[config.mk]
export PLATFORM = sky130hd
export DESIGN_NAME = rsa_job_buffer_flat
export DESIGN_NICKNAME = d
export VERILOG_FILES = /design/src/hdl/rsa_arith_pkg.sv /design/src/hdl/rsa_job_if.sv /design/src/hdl/rsa_job_buffer.sv /design/src/flat_wrapper.sv
export SDC_FILE = /design/constraint.sdc
export NUM_CORES = 1
export LEC_CHECK = 0
export ABC_AREA = 1
export BUFFER_PORTS_ARGS = -buffer_cell sky130_fd_sc_hd__buf_4
export CAP_MARGIN = 0
export CORE_AREA = 4 4 595 597
export DETAILED_ROUTE_END_ITERATION = 7
export DIE_AREA = 0 0 599 601
export PLACE_DENSITY = 0.3
export SYNTH_ARGS = -nofsm -noshare
export SYNTH_HDL_FRONTEND = slang
export SYNTH_SLANG_ARGS = --single-unit
[constraint.sdc]
create_clock -name i_clk -period 37.5 [get_ports i_clk]
set_clock_uncertainty 0.05 [all_clocks]
set_input_delay 7.5 -clock i_clk [delete_from_list [all_inputs] [get_ports i_clk]]
set_output_delay 7.5 -clock i_clk [all_outputs]
set_load 0.01 [all_outputs]
[src/hdl/rsa_arith_pkg.sv]
`default_nettype none

package rsa_arith_pkg;

	// operand width used when the top level is not overridden
	localparam int DEF_WIDTH = 256;

	// wide enough to hold 0..256 inclusive
	localparam int IDX_BITS = 9;

	// counts doubling rounds, multiplier iterations and exponent bits
	typedef logic [IDX_BITS-1:0] bit_idx_t;

endpackage

`default_nettype wire

[src/hdl/rsa_job_if.sv]
`timescale 1ns/100ps
`default_nettype none

// one prepared job: modulus, exponent and base in montgomery form
interface rsa_job_if
	import rsa_arith_pkg::*;
#(
	parameter int W = DEF_WIDTH
);

	logic         valid; // level, held until take
	logic         take;  // one-cycle pulse, only while valid
	logic [W-1:0] n;
	logic [W-1:0] d;
	logic [W-1:0] abar;  // a * 2^W mod n

	modport producer (
		output valid,
		output n,
		output d,
		output abar,
		input  take
	);

	modport consumer (
		input  valid,
		input  n,
		input  d,
		input  abar,
		output take
	);

endinterface

`default_nettype wire

[src/hdl/rsa_job_buffer.sv]
`timescale 1ns/100ps
`default_nettype none

// single slot between precompute and ladder
module rsa_job_buffer #(
	parameter int W = 256
) (
	input  logic        i_clk,
	input  logic        i_rst,
	rsa_job_if.consumer i_job,
	rsa_job_if.producer o_job
);

	logic         full_r;
	logic [W-1:0] n_r;
	logic [W-1:0] d_r;
	logic [W-1:0] abar_r;
	logic         load;

	// a full slot still accepts in the cycle it drains
	assign load       = i_job.valid && (!full_r || o_job.take);
	assign i_job.take = load;

	assign o_job.valid = full_r;
	assign o_job.n     = n_r;
	assign o_job.d     = d_r;
	assign o_job.abar  = abar_r;

	always_ff @(posedge i_clk or posedge i_rst) begin
		if (i_rst) begin
			full_r <= 1'b0;
		end else if (load) begin
			full_r <= 1'b1;
		end else if (o_job.take) begin
			full_r <= 1'b0;
		end
	end

	always_ff @(posedge i_clk) begin
		if (load) begin
			n_r    <= i_job.n;
			d_r    <= i_job.d;
			abar_r <= i_job.abar;
		end
	end

	// held job is never overwritten before the ladder takes it
	a_no_overwrite: assert property (@(posedge i_clk) disable iff (i_rst)
		full_r && !o_job.take |=> o_job.valid && $stable(o_job.n)
			&& $stable(o_job.d) && $stable(o_job.abar));

endmodule

`default_nettype wire

[src/flat_wrapper.sv]
// flat-port wrapper written by rule: the top's interface ports become plain ports
module rsa_job_buffer_flat 
#(
	parameter int W = 256
)
  (i_clk, i_rst, i_job_valid, i_job_n, i_job_d, i_job_abar, i_job_take, o_job_valid, o_job_n, o_job_d, o_job_abar, o_job_take);
  rsa_job_if #(.W(W)) i_job_i ();
  rsa_job_if #(.W(W)) o_job_i ();
  input  logic i_clk;
  input  logic i_rst;
  input wire logic [$bits(i_job_i.valid)-1:0] i_job_valid;
  input wire logic [$bits(i_job_i.n)-1:0] i_job_n;
  input wire logic [$bits(i_job_i.d)-1:0] i_job_d;
  input wire logic [$bits(i_job_i.abar)-1:0] i_job_abar;
  output wire logic [$bits(i_job_i.take)-1:0] i_job_take;
  output wire logic [$bits(o_job_i.valid)-1:0] o_job_valid;
  output wire logic [$bits(o_job_i.n)-1:0] o_job_n;
  output wire logic [$bits(o_job_i.d)-1:0] o_job_d;
  output wire logic [$bits(o_job_i.abar)-1:0] o_job_abar;
  input wire logic [$bits(o_job_i.take)-1:0] o_job_take;
  assign i_job_i.valid = i_job_valid;
  assign i_job_i.n = i_job_n;
  assign i_job_i.d = i_job_d;
  assign i_job_i.abar = i_job_abar;
  assign i_job_take = i_job_i.take;
  assign o_job_valid = o_job_i.valid;
  assign o_job_n = o_job_i.n;
  assign o_job_d = o_job_i.d;
  assign o_job_abar = o_job_i.abar;
  assign o_job_i.take = o_job_take;
  rsa_job_buffer #(.W(W)) u_core (.i_clk(i_clk), .i_rst(i_rst), .i_job(i_job_i), .o_job(o_job_i));
endmodule
==> flow_summary.toml <==
[status]
outcome = "completed"

[pwr]
powerDensity_nw_per_um2 = 53.3
power.static_leakage_uw = 0.0166
worst_ir_drop_vdd_v = 0.0000363

[yosys]
syn-num-nets = 1547
synth_top_area_cell = "edfxtp_1"
synth_sequential_area_ratio_pct = 99.9
yosysUniqueCellTypes = 5
syn-cell-area_um2 = 23100
postSynthCellCount = 775
synth_largest_type_area_fraction_pct = 99.8
yosysWarnings = 0
syn_avg_cell_area_um2 = 29.8
synth.ff_latch_count = 769
post_synth_main_area_contributors = "edfxtp_1, dfrtp_1, inv_1"

[cts]
htree_levels = 3
ctsHoldBuffers = 0
cts.path.max_buffers = 4
cts.reportedPaths.clkPinSlew_ns = 0.05
cts_buffers = 113
worstSkewPairLatency_ns = 0.81
post_cts_resize_count = 0
clock_sinks = 769
cts_tree = "built"
clock-root-buffer = "clkbuf_16"
cts_post_setup_buffers_inserted = 0

[worst_hold_path]
hold_path.class = "reg2reg"
hold_start = "u_core.o_job.valid"

[sta]
timing.final.setup_violations = 0
max_slew.worst_pin.slew_ns = 1.11
achievable-frequency_ghz = 0.0612
final_period_minus_worst_setup_slack_ns = 16.34
rsz_0062_raised_after_global_routing = "false"
final_hold_viol_count = 0
max-slew-margin-rel_pct = 25.9
timing.setup.tns_ns = 0
fin_crit_sh_pct = 43.6
number_of_max_slew_violations_in_the_final_report = 0

[cells_and_area]
layout-area-overhead-vs-synth_pct = 91.7
layout-drive-gt1-share_pct = 68.1
nFillCells = 39400
final_cell_area_um2 = 44300
fin_util_pct = 12.7
final_non_filler_cell_total = 7153
layout.nets = 3214

[placed_design]
place.detailed.instances = 6926
hpwlAfterDp_um = 201000
globalplace.congestion = 0.843
portBuffers = 1541
placed_area_um2 = 40600

[die]
dieWidth_um = 599
initial_core_util_pct = 6.63
design.core.area_um2 = 349000
die_h_um = 601
row_count = 217
num_io_pins = 1542
die_area_um2 = 360000

[setup_path]
timing.critical_path.mode_cell = "buf_4"
worst_setup_path_end_kind = "output pin"
worst-path-buf-inv = 4
timing_worst_setup_path_type = "in2out"
worstPathArrival_ns = 8.79
crit-reg2reg-launch = "u_core.o_job.valid"
required_ns = 29.95
cp_cell_instances = "buf_4 -> inv_1 -> a21oi_4 -> buf_4 -> buf_4"
critPathSlowestCell = "buf_4"
timing.critical_path.fanout_max = 55
startpoint = "i_job_valid"
cpLargestDelayFamily = "buffers and inverters"
crit_path_max_incr_delay_ns = 0.60
setup.worst_path.start_class = "input pin"

[global_routing]
grt_max_degree = 137
grt_antenna_before_repair = 265
grt-ovfl-total = 0
grt_first_pass_wirelength_um = 266000
first_global_vias = 17100
globalRouteTotalUtil_pct = 12.1

[route]
routed-via-count = 16900
drc = 0
drt-total-wl_um = 229000
firstDrtPassIters = 5
routed_wire_length_per_instance_um = 32.0
first_iter_violations = 1106
final_antenna_net_count = 0
post_drt_via_cell_ratio = 2.36

[run]
drv_cap = 0
-- synth_stat cells --
master,count
nand2_1,2
a21oi_2,1
edfxtp_1,768
dfrtp_1,1
inv_1,3
-- through the flow --
stage / hold WS [ns] / total power [uW] / setup WS, ns
after global routing: 0.644 / 2470 / 21.03
after CTS: 0.617 / 2440 / 21.09
after floorplan: 0.492 / 1120 / 0.784
after detailed placement: 0.601 / 1290 / 21.08
final: 0.591 / 2360 / 21.16
after global placement: 0.650 / 1290 / 21.09
-- final cells by class --
cell class | count | area, um^2 | share of cell area [%]
Antenna cell | 23 | 57.6 | 0.130
Inverter | 3 | 11.3 | 0.0254
Multi-Input combinational cell | 3 | 23.8 | 0.0537
Sequential cell | 769 | 23100 | 52.1
Tap cell | 4599 | 5750 | 13.0
Timing Repair Buffer | 1552 | 11700 | 26.4
Clock inverter | 73 | 783 | 1.77
Clock buffer | 131 | 2920 | 6.58
-- metal layers --
metal	track usage, %	vias to the layer above	wire length, um
met5	0	-	522
met1	12.5	8314	79900
met3	6.92	570	29000
li1	-	6587	-
met4	2.92	80	6630
met2	21.1	1322	113000
-- tightest hold or removal path, delay by kind of cell, from the launching register on --
family	cells	cell delay (ns)
flip-flops	1	0.45
AND/OR/NAND/NOR	2	0.16
-- power breakdown --
group / total, uW / leakage, uW / switching (uW) / internal, uW
Combinational: 237 / 0.00749 / 133 / 104
Sequential: 1030 / 0.00732 / 19.8 / 1010
Clock: 1100 / 0.00181 / 450 / 652
-- cells in the final DEF, fill, tap and decap left out --
cell / instances
a21oi_4: 1
buf_12: 2
buf_4: 1550
bufinv_16: 14
clkbuf_1: 17
clkbuf_16: 114
clkinv_1: 16
clkinv_2: 23
clkinv_4: 8
clkinv_8: 1
clkinvlp_4: 5
dfrtp_1: 1
diode_2: 23
edfxtp_1: 768
inv_1: 3
inv_16: 1
inv_6: 5
nand2_1: 2
-- logic make-up (layout without fill, tap and decap cells) --
logic type             Yosys count  after routing  share of synthesized area, %
flip-flops                     769            769                          99.9
buffers and inverters            3           1759                        0.0487
AND/OR/NAND/NOR                  2              2                        0.0325
AO/OA/AOI/OAI                    1              1                        0.0379
other                            0             23                             0
-- state kept, by name, indices dropped and copies added, names as in the netlist --
signal              cells
u_core.o_job.abar     256
u_core.o_job.d        256
u_core.o_job.n        256
u_core.o_job.valid      1
-- path summary, 6_finish.rpt --
check	to	slack (ns)	depth (start not counted)
setup reg to reg	u_core.o_job.abar[200]	32.52	6
setup / recovery	i_job_take	21.16	5
hold reg to reg	u_core.o_job.valid	0.59	2
hold / removal	u_core.o_job.valid	0.59	2
min in group asynchronous	u_core.o_job.valid	6.55	2
max in group asynchronous	u_core.o_job.valid	30.67	2
Power figures use the tool's default switching activity.
