File: src/hdl/rsa_arith_pkg.sv
`default_nettype none

package rsa_arith_pkg;

	// operand width used when the top level is not overridden
	localparam int DEF_WIDTH = 256;

	// wide enough to hold 0..256 inclusive
	localparam int IDX_BITS = 9;

	// counts doubling rounds, multiplier iterations and exponent bits
	typedef logic [IDX_BITS-1:0] bit_idx_t;

endpackage

`default_nettype wire

File: src/hdl/rsa_ctrl_pkg.sv
`default_nettype none

package rsa_ctrl_pkg;

	// exponent ladder sequencing
	typedef enum logic [1:0] {
		LD_IDLE   = 2'd0,
		LD_LAUNCH = 2'd1, // start both multipliers
		LD_WAIT   = 2'd2,
		LD_STEP   = 2'd3  // fold products into t and m
	} ladder_state_t;

	// bit-serial units: multiplier and modulo product
	typedef enum logic [1:0] {
		SR_IDLE   = 2'd0,
		SR_RUN    = 2'd1,
		SR_FINISH = 2'd2
	} serial_state_t;

endpackage

`default_nettype wire

File: src/hdl/rsa_job_if.sv
`timescale 1ns/100ps
`default_nettype none

// one prepared job: modulus, exponent and base in montgomery form
interface rsa_job_if
	import rsa_arith_pkg::*;
#(
	parameter int W = DEF_WIDTH
);

	logic         valid; // level, held until take
	logic         take;  // one-cycle pulse, only while valid
	logic [W-1:0] n;
	logic [W-1:0] d;
	logic [W-1:0] abar;  // a * 2^W mod n

	modport producer (
		output valid,
		output n,
		output d,
		output abar,
		input  take
	);

	modport consumer (
		input  valid,
		input  n,
		input  d,
		input  abar,
		output take
	);

endinterface

`default_nettype wire

File: src/hdl/rsa_mod_product.sv
`timescale 1ns/100ps
`default_nettype none

// moves the base into montgomery form: abar = a * 2^W mod n
module rsa_mod_product
	import rsa_arith_pkg::*, rsa_ctrl_pkg::*;
#(
	parameter int W = 256
) (
	input  logic         i_clk,
	input  logic         i_rst,
	input  logic         i_start,
	input  logic [W-1:0] i_a,
	input  logic [W-1:0] i_d,
	input  logic [W-1:0] i_n,
	output logic         o_ready,
	rsa_job_if.producer  o_job
);

	serial_state_t state_r;
	bit_idx_t      cnt_r;
	logic          valid_r;

	logic [W-1:0]  x_r;     // a * 2^cnt mod n
	logic [W-1:0]  n_r;
	logic [W-1:0]  d_r;
	logic [W-1:0]  abar_r;

	logic [W:0]    x_dbl;
	logic [W:0]    x_red;
	logic [W-1:0]  x_next;

	assign x_dbl  = {x_r, 1'b0};
	assign x_red  = x_dbl - {1'b0, n_r};
	assign x_next = (x_dbl >= {1'b0, n_r}) ? x_red[W-1:0] : x_dbl[W-1:0];

	assign o_ready    = (state_r == SR_IDLE);
	assign o_job.valid = valid_r;
	assign o_job.n     = n_r;
	assign o_job.d     = d_r;
	assign o_job.abar  = abar_r;

	always_ff @(posedge i_clk or posedge i_rst) begin
		if (i_rst) begin
			state_r <= SR_IDLE;
			cnt_r   <= '0;
			valid_r <= 1'b0;
		end else begin
			case (state_r)
				SR_IDLE: begin
					if (i_start) begin
						state_r <= SR_RUN;
						cnt_r   <= '0;
					end
				end
				SR_RUN: begin
					cnt_r <= cnt_r + 1'b1;
					if (cnt_r == bit_idx_t'(W))
						state_r <= SR_FINISH;
				end
				SR_FINISH: begin
					if (!valid_r) begin
						valid_r <= 1'b1;
					end else if (o_job.take) begin
						valid_r <= 1'b0;
						state_r <= SR_IDLE;
					end
				end
				default: state_r <= SR_IDLE;
			endcase
		end
	end

	always_ff @(posedge i_clk) begin
		if (o_ready && i_start) begin
			x_r <= i_a;
			n_r <= i_n;
			d_r <= i_d;
		end else if (state_r == SR_RUN) begin
			if (cnt_r == bit_idx_t'(W))
				abar_r <= x_r; // only bit W of 2^W is set
			else
				x_r <= x_next;
		end
	end

	a_valid_held: assert property (@(posedge i_clk) disable iff (i_rst)
		o_job.valid && !o_job.take |=> o_job.valid && $stable(o_job.abar));

endmodule

`default_nettype wire

File: src/flat_wrapper.sv
// flat-port wrapper written by rule: the top's interface ports become plain ports
module rsa_mod_product_flat import rsa_arith_pkg::*, rsa_ctrl_pkg::*;
#(
	parameter int W = 256
)
  (i_clk, i_rst, i_start, i_a, i_d, i_n, o_ready, o_job_valid, o_job_n, o_job_d, o_job_abar, o_job_take);
  rsa_job_if #(.W(W)) o_job_i ();
  input  logic i_clk;
  input  logic i_rst;
  input  logic i_start;
  input  logic [W-1:0] i_a;
  input  logic [W-1:0] i_d;
  input  logic [W-1:0] i_n;
  output logic o_ready;
  output wire logic [$bits(o_job_i.valid)-1:0] o_job_valid;
  output wire logic [$bits(o_job_i.n)-1:0] o_job_n;
  output wire logic [$bits(o_job_i.d)-1:0] o_job_d;
  output wire logic [$bits(o_job_i.abar)-1:0] o_job_abar;
  input wire logic [$bits(o_job_i.take)-1:0] o_job_take;
  assign o_job_valid = o_job_i.valid;
  assign o_job_n = o_job_i.n;
  assign o_job_d = o_job_i.d;
  assign o_job_abar = o_job_i.abar;
  assign o_job_i.take = o_job_take;
  rsa_mod_product #(.W(W)) u_core (.i_clk(i_clk), .i_rst(i_rst), .i_start(i_start), .i_a(i_a), .i_d(i_d), .i_n(i_n), .o_ready(o_ready), .o_job(o_job_i));
endmodule
File: config.mk
export PLATFORM = sky130hd
export DESIGN_NAME = rsa_mod_product_flat
export DESIGN_NICKNAME = d
export VERILOG_FILES = /design/src/hdl/rsa_arith_pkg.sv /design/src/hdl/rsa_ctrl_pkg.sv /design/src/hdl/rsa_job_if.sv /design/src/hdl/rsa_mod_product.sv /design/src/flat_wrapper.sv
export SDC_FILE = /design/constraint.sdc
export NUM_CORES = 2
export LEC_CHECK = 0
export ABC_AREA = 1
export BUFFER_PORTS_ARGS = -buffer_cell sky130_fd_sc_hd__clkbuf_2
export CAP_MARGIN = 20
export CORE_AREA = 10 10 601 603
export CTS_CLUSTER_DIAMETER = 100
export DETAILED_ROUTE_END_ITERATION = 16
export DIE_AREA = 0 0 611 613
export SLEW_MARGIN = 20
export SYNTH_ARGS = -nofsm -noshare
export SYNTH_HDL_FRONTEND = slang
export SYNTH_SLANG_ARGS = --single-unit
File: constraint.sdc
create_clock -name i_clk -period 34.8 [get_ports i_clk]
set_clock_uncertainty 0.1 [all_clocks]
set_input_delay 1.74 -clock i_clk [delete_from_list [all_inputs] [get_ports i_clk]]
set_output_delay 1.74 -clock i_clk [all_outputs]
set_load 0.05 [all_outputs]
==> results.ini <==
[run_status]
status = completed

[synthesis]
synth-seq-area-share = 0.435
synthesis.area_um2 = 71400
synthFlopType = edfxtp_1
ys_types = 44
synth_edf_count = 1024
synth.avg_cell_area_um2 = 7.01
synth_nets = 11200
synthCells = 10200
synth_top_area_cell = edfxtp_1
synth.area.top_cells = edfxtp_1 (43%), nand2_1 (23%), inv_1 (12%)
yosys_warnings = 0
async_flop_share = 0.0116
synth_top_area_share = 0.431
synth-seq-cells = 1036

[detailed_routing]
route.detailed.drc = 0
vias = 73900
wire_per_inst_um = 32.5
drt-initial-drc-count = 7281
firstDrtPassIters = 8
viasPerCell = 4.48
routed_wl_um = 536000
ant_nets = 0

[finish]
syn_to_final_growth_pct = 24.5
drive_gt1_frac = 0.157
num-fill-cells = 39500
regArea_um2 = 31000
final_nets = 12800
multi_input_area_um2 = 30800
fin_cells = 16500
mostFrequentLayoutCells = nand2_1 (4278), inv_1 (2260), clkbuf_2 (1541), edfxtp_1 (1024), nor2_1 (672)
layout_commonest_cell = nand2_1

[placed_design]
gp_congestion = 1.06
hpwl_um = 478000
port_buffers = 1541
dp.cells = 16200

[worst_setup_path]
cp_common_cell = nand2_1
required_ps = 35280
path_max_fanout = 66
start_kind = flop
ff2ff_setup_slack_ps = 27990
reg2regPathDepth = 12
slowest_stage = nor4_1
path_delay_family = simple AND/OR/NAND/NOR gates
end_kind = flop
r2r-end = u_core.x_r[217]
worstReg2RegStart = u_core.o_job.n[253]
worstPathArrival_ps = 7290
crit_type = flop to flop
crit_start = u_core.o_job.n[253]
cpPeakStageDelay_ps = 1100
path_cells = inv_1, ha_1, nand2_1, nor4_1, nand4_1, nor4_2, nor2_4, nand2_8, buf_4, nand3_1, nand2_1, nand2_1
crit_buf_inv = 2

[power]
switching_share = 0.533
total_power_mw = 7.98
internal_power_mw = 3.72
vdd_drop_max_v = 0.0000561
seqPwrFrac = 0.242
power.share.combinational = 0.580
clkPwrFrac = 0.178
power_density_nw_per_um2 = 89.8
p_leak_nw = 46.5
switching_power_mw = 4.25

[floorplanning]
dieArea_um2 = 375000
initial_core_util = 0.205
placementRows = 217
die_h_um = 613
fp.dieW_um = 611
core_area_um2 = 349000
io_pins = 1542

[worst_hold_path]
whs_endpoint = u_core.o_job.abar[145]
hold_class = flop to flop
whs_path_depth = 0
hold_start = u_core.x_r[145]

[sta]
fin_setup_tns_ps = 0
grt_setup_unrepaired = no
slew-limit-headroom = 0.199
setup_viol = 0
hold_ws_ps = 383
hold_violations = 0
maxSlewViolCount = 0
final.period_utilization = 0.196
tightest_slew_ps = 1200
fmaxAchievable_mhz = 147
fin_crit_ps = 6810

[cts]
clockRootBuffer = clkbuf_16
h-tree-depth = 4
postCtsResizedCells = 0
clk_pin_slew_worst_paths_ps = 60
cts_buffer_depth = 4
cts_hold_buf = 0
clkSinkCount = 1036
cts_buffers = 139
clk_latency_ps = 880
cts_tree = yes
post_cts_buffers = 0

[global_route]
gr-total-overflow = 0
grt_pass1_wl_um = 685000
antenna_found_initial = 113
first_global_vias = 72500
grt_max_degree = 164
grt_usage = 0.272

[flow_run]
maxCapViolations = 0

## synthesized netlist by cell type (3+ instances only)
cell type  count
nand2_1     4279
inv_1       2260
edfxtp_1    1024
nor2_1       673
nand3_1      528
ha_1         258
nand3b_1     257
a21oi_1      219
xnor2_1      124
nand4_1       67
nor3_1        67
o21ai_0       61
buf_2         56
clkinv_1      46
o21bai_1      42
clkbuf_1      39
nor2_2        29
buf_6         28
inv_2         23
nor4_1        14
dfrtp_1       12
nand2_2       12
nand3_2       11
buf_1         10
and2_1         8
buf_4          5
o22ai_1        4
xor2_1         4
a21o_1         3
nor2_4         3
nor3_2         3
o21a_1         3
## flip-flops by register name (all words and copies together) (netlist names)
signal,cells
u_core.o_job.valid,1
u_core.cnt_r,9
u_core.o_job.d,256
u_core.o_job.abar,256
u_core.state_r,2
u_core.o_job.n,256
u_core.x_r,256
## how the worst max path moves through the flow
stage                       to  slack (ps)  depth (start not counted)
2_1_floorplan    u_core.x_r[0]       14890                          5
3_5_place_dp   u_core.x_r[217]       28350                         12
3_3_place_gp   u_core.x_r[217]       28260                         16
6_report       u_core.x_r[217]       27990                         12
4_1_cts        u_core.x_r[217]       28270                         12
5_1_grt        u_core.x_r[217]       28200                         12
## power groups by stage
stage                     clock network (mW)  registers [mW]  logic (mW)
after floorplan                            0            1.93        2.59
after global placement                     0            1.95        4.52
after detailed placement                   0            1.95        4.49
after CTS                               1.46            1.92        4.51
after global routing                    1.50            1.94        4.92
final                                   1.42            1.93        4.62
## cells by family after synthesis
kind of cell	synth area share
DFF	0.435
adders and majority gates	0.0455
and+or+nand+nor	0.344
xor gates and xnor gates	0.0157
AOI/OAI and AO/OA	0.0256
buffers and inverters	0.134
## per-layer routing
metal | wire (um) | track usage | share of wire
met1 | 202000 | 0.308 | 0.38
met5 | 538 | 0 | 0.0010
met4 | 35500 | 0.148 | 0.066
met3 | 38700 | 0.0638 | 0.072
met2 | 259000 | 0.474 | 0.48
## through the flow
stage	util	setup slack (ps)	area (um^2)
after global placement	0.242	28260	84400
after global routing	0.255	28200	88800
after detailed placement	0.242	28350	84400
after floorplan	-	14890	71400
after CTS	0.255	28270	88700
final	0.255	27990	88900
## worst register-to-register path, delay by kind of cell, from the launching register on
family | cells | cell delay (ps)
and+or+nand+nor | 9 | 4440
buffers and inverters | 2 | 1010
DFF | 1 | 570
adders and majority gates | 1 | 400
## layout make-up
type                       count  share of cell area
inverter                    2329              0.0985
sequential                  1036               0.349
tap                         4599              0.0648
timing repair buffer        1581              0.0910
clock inverter                80             0.00828
antenna                       38             0.00107
clock buffer                 165              0.0407
multi-input combinational   6679               0.346
(Power assumes the default switching activity.)
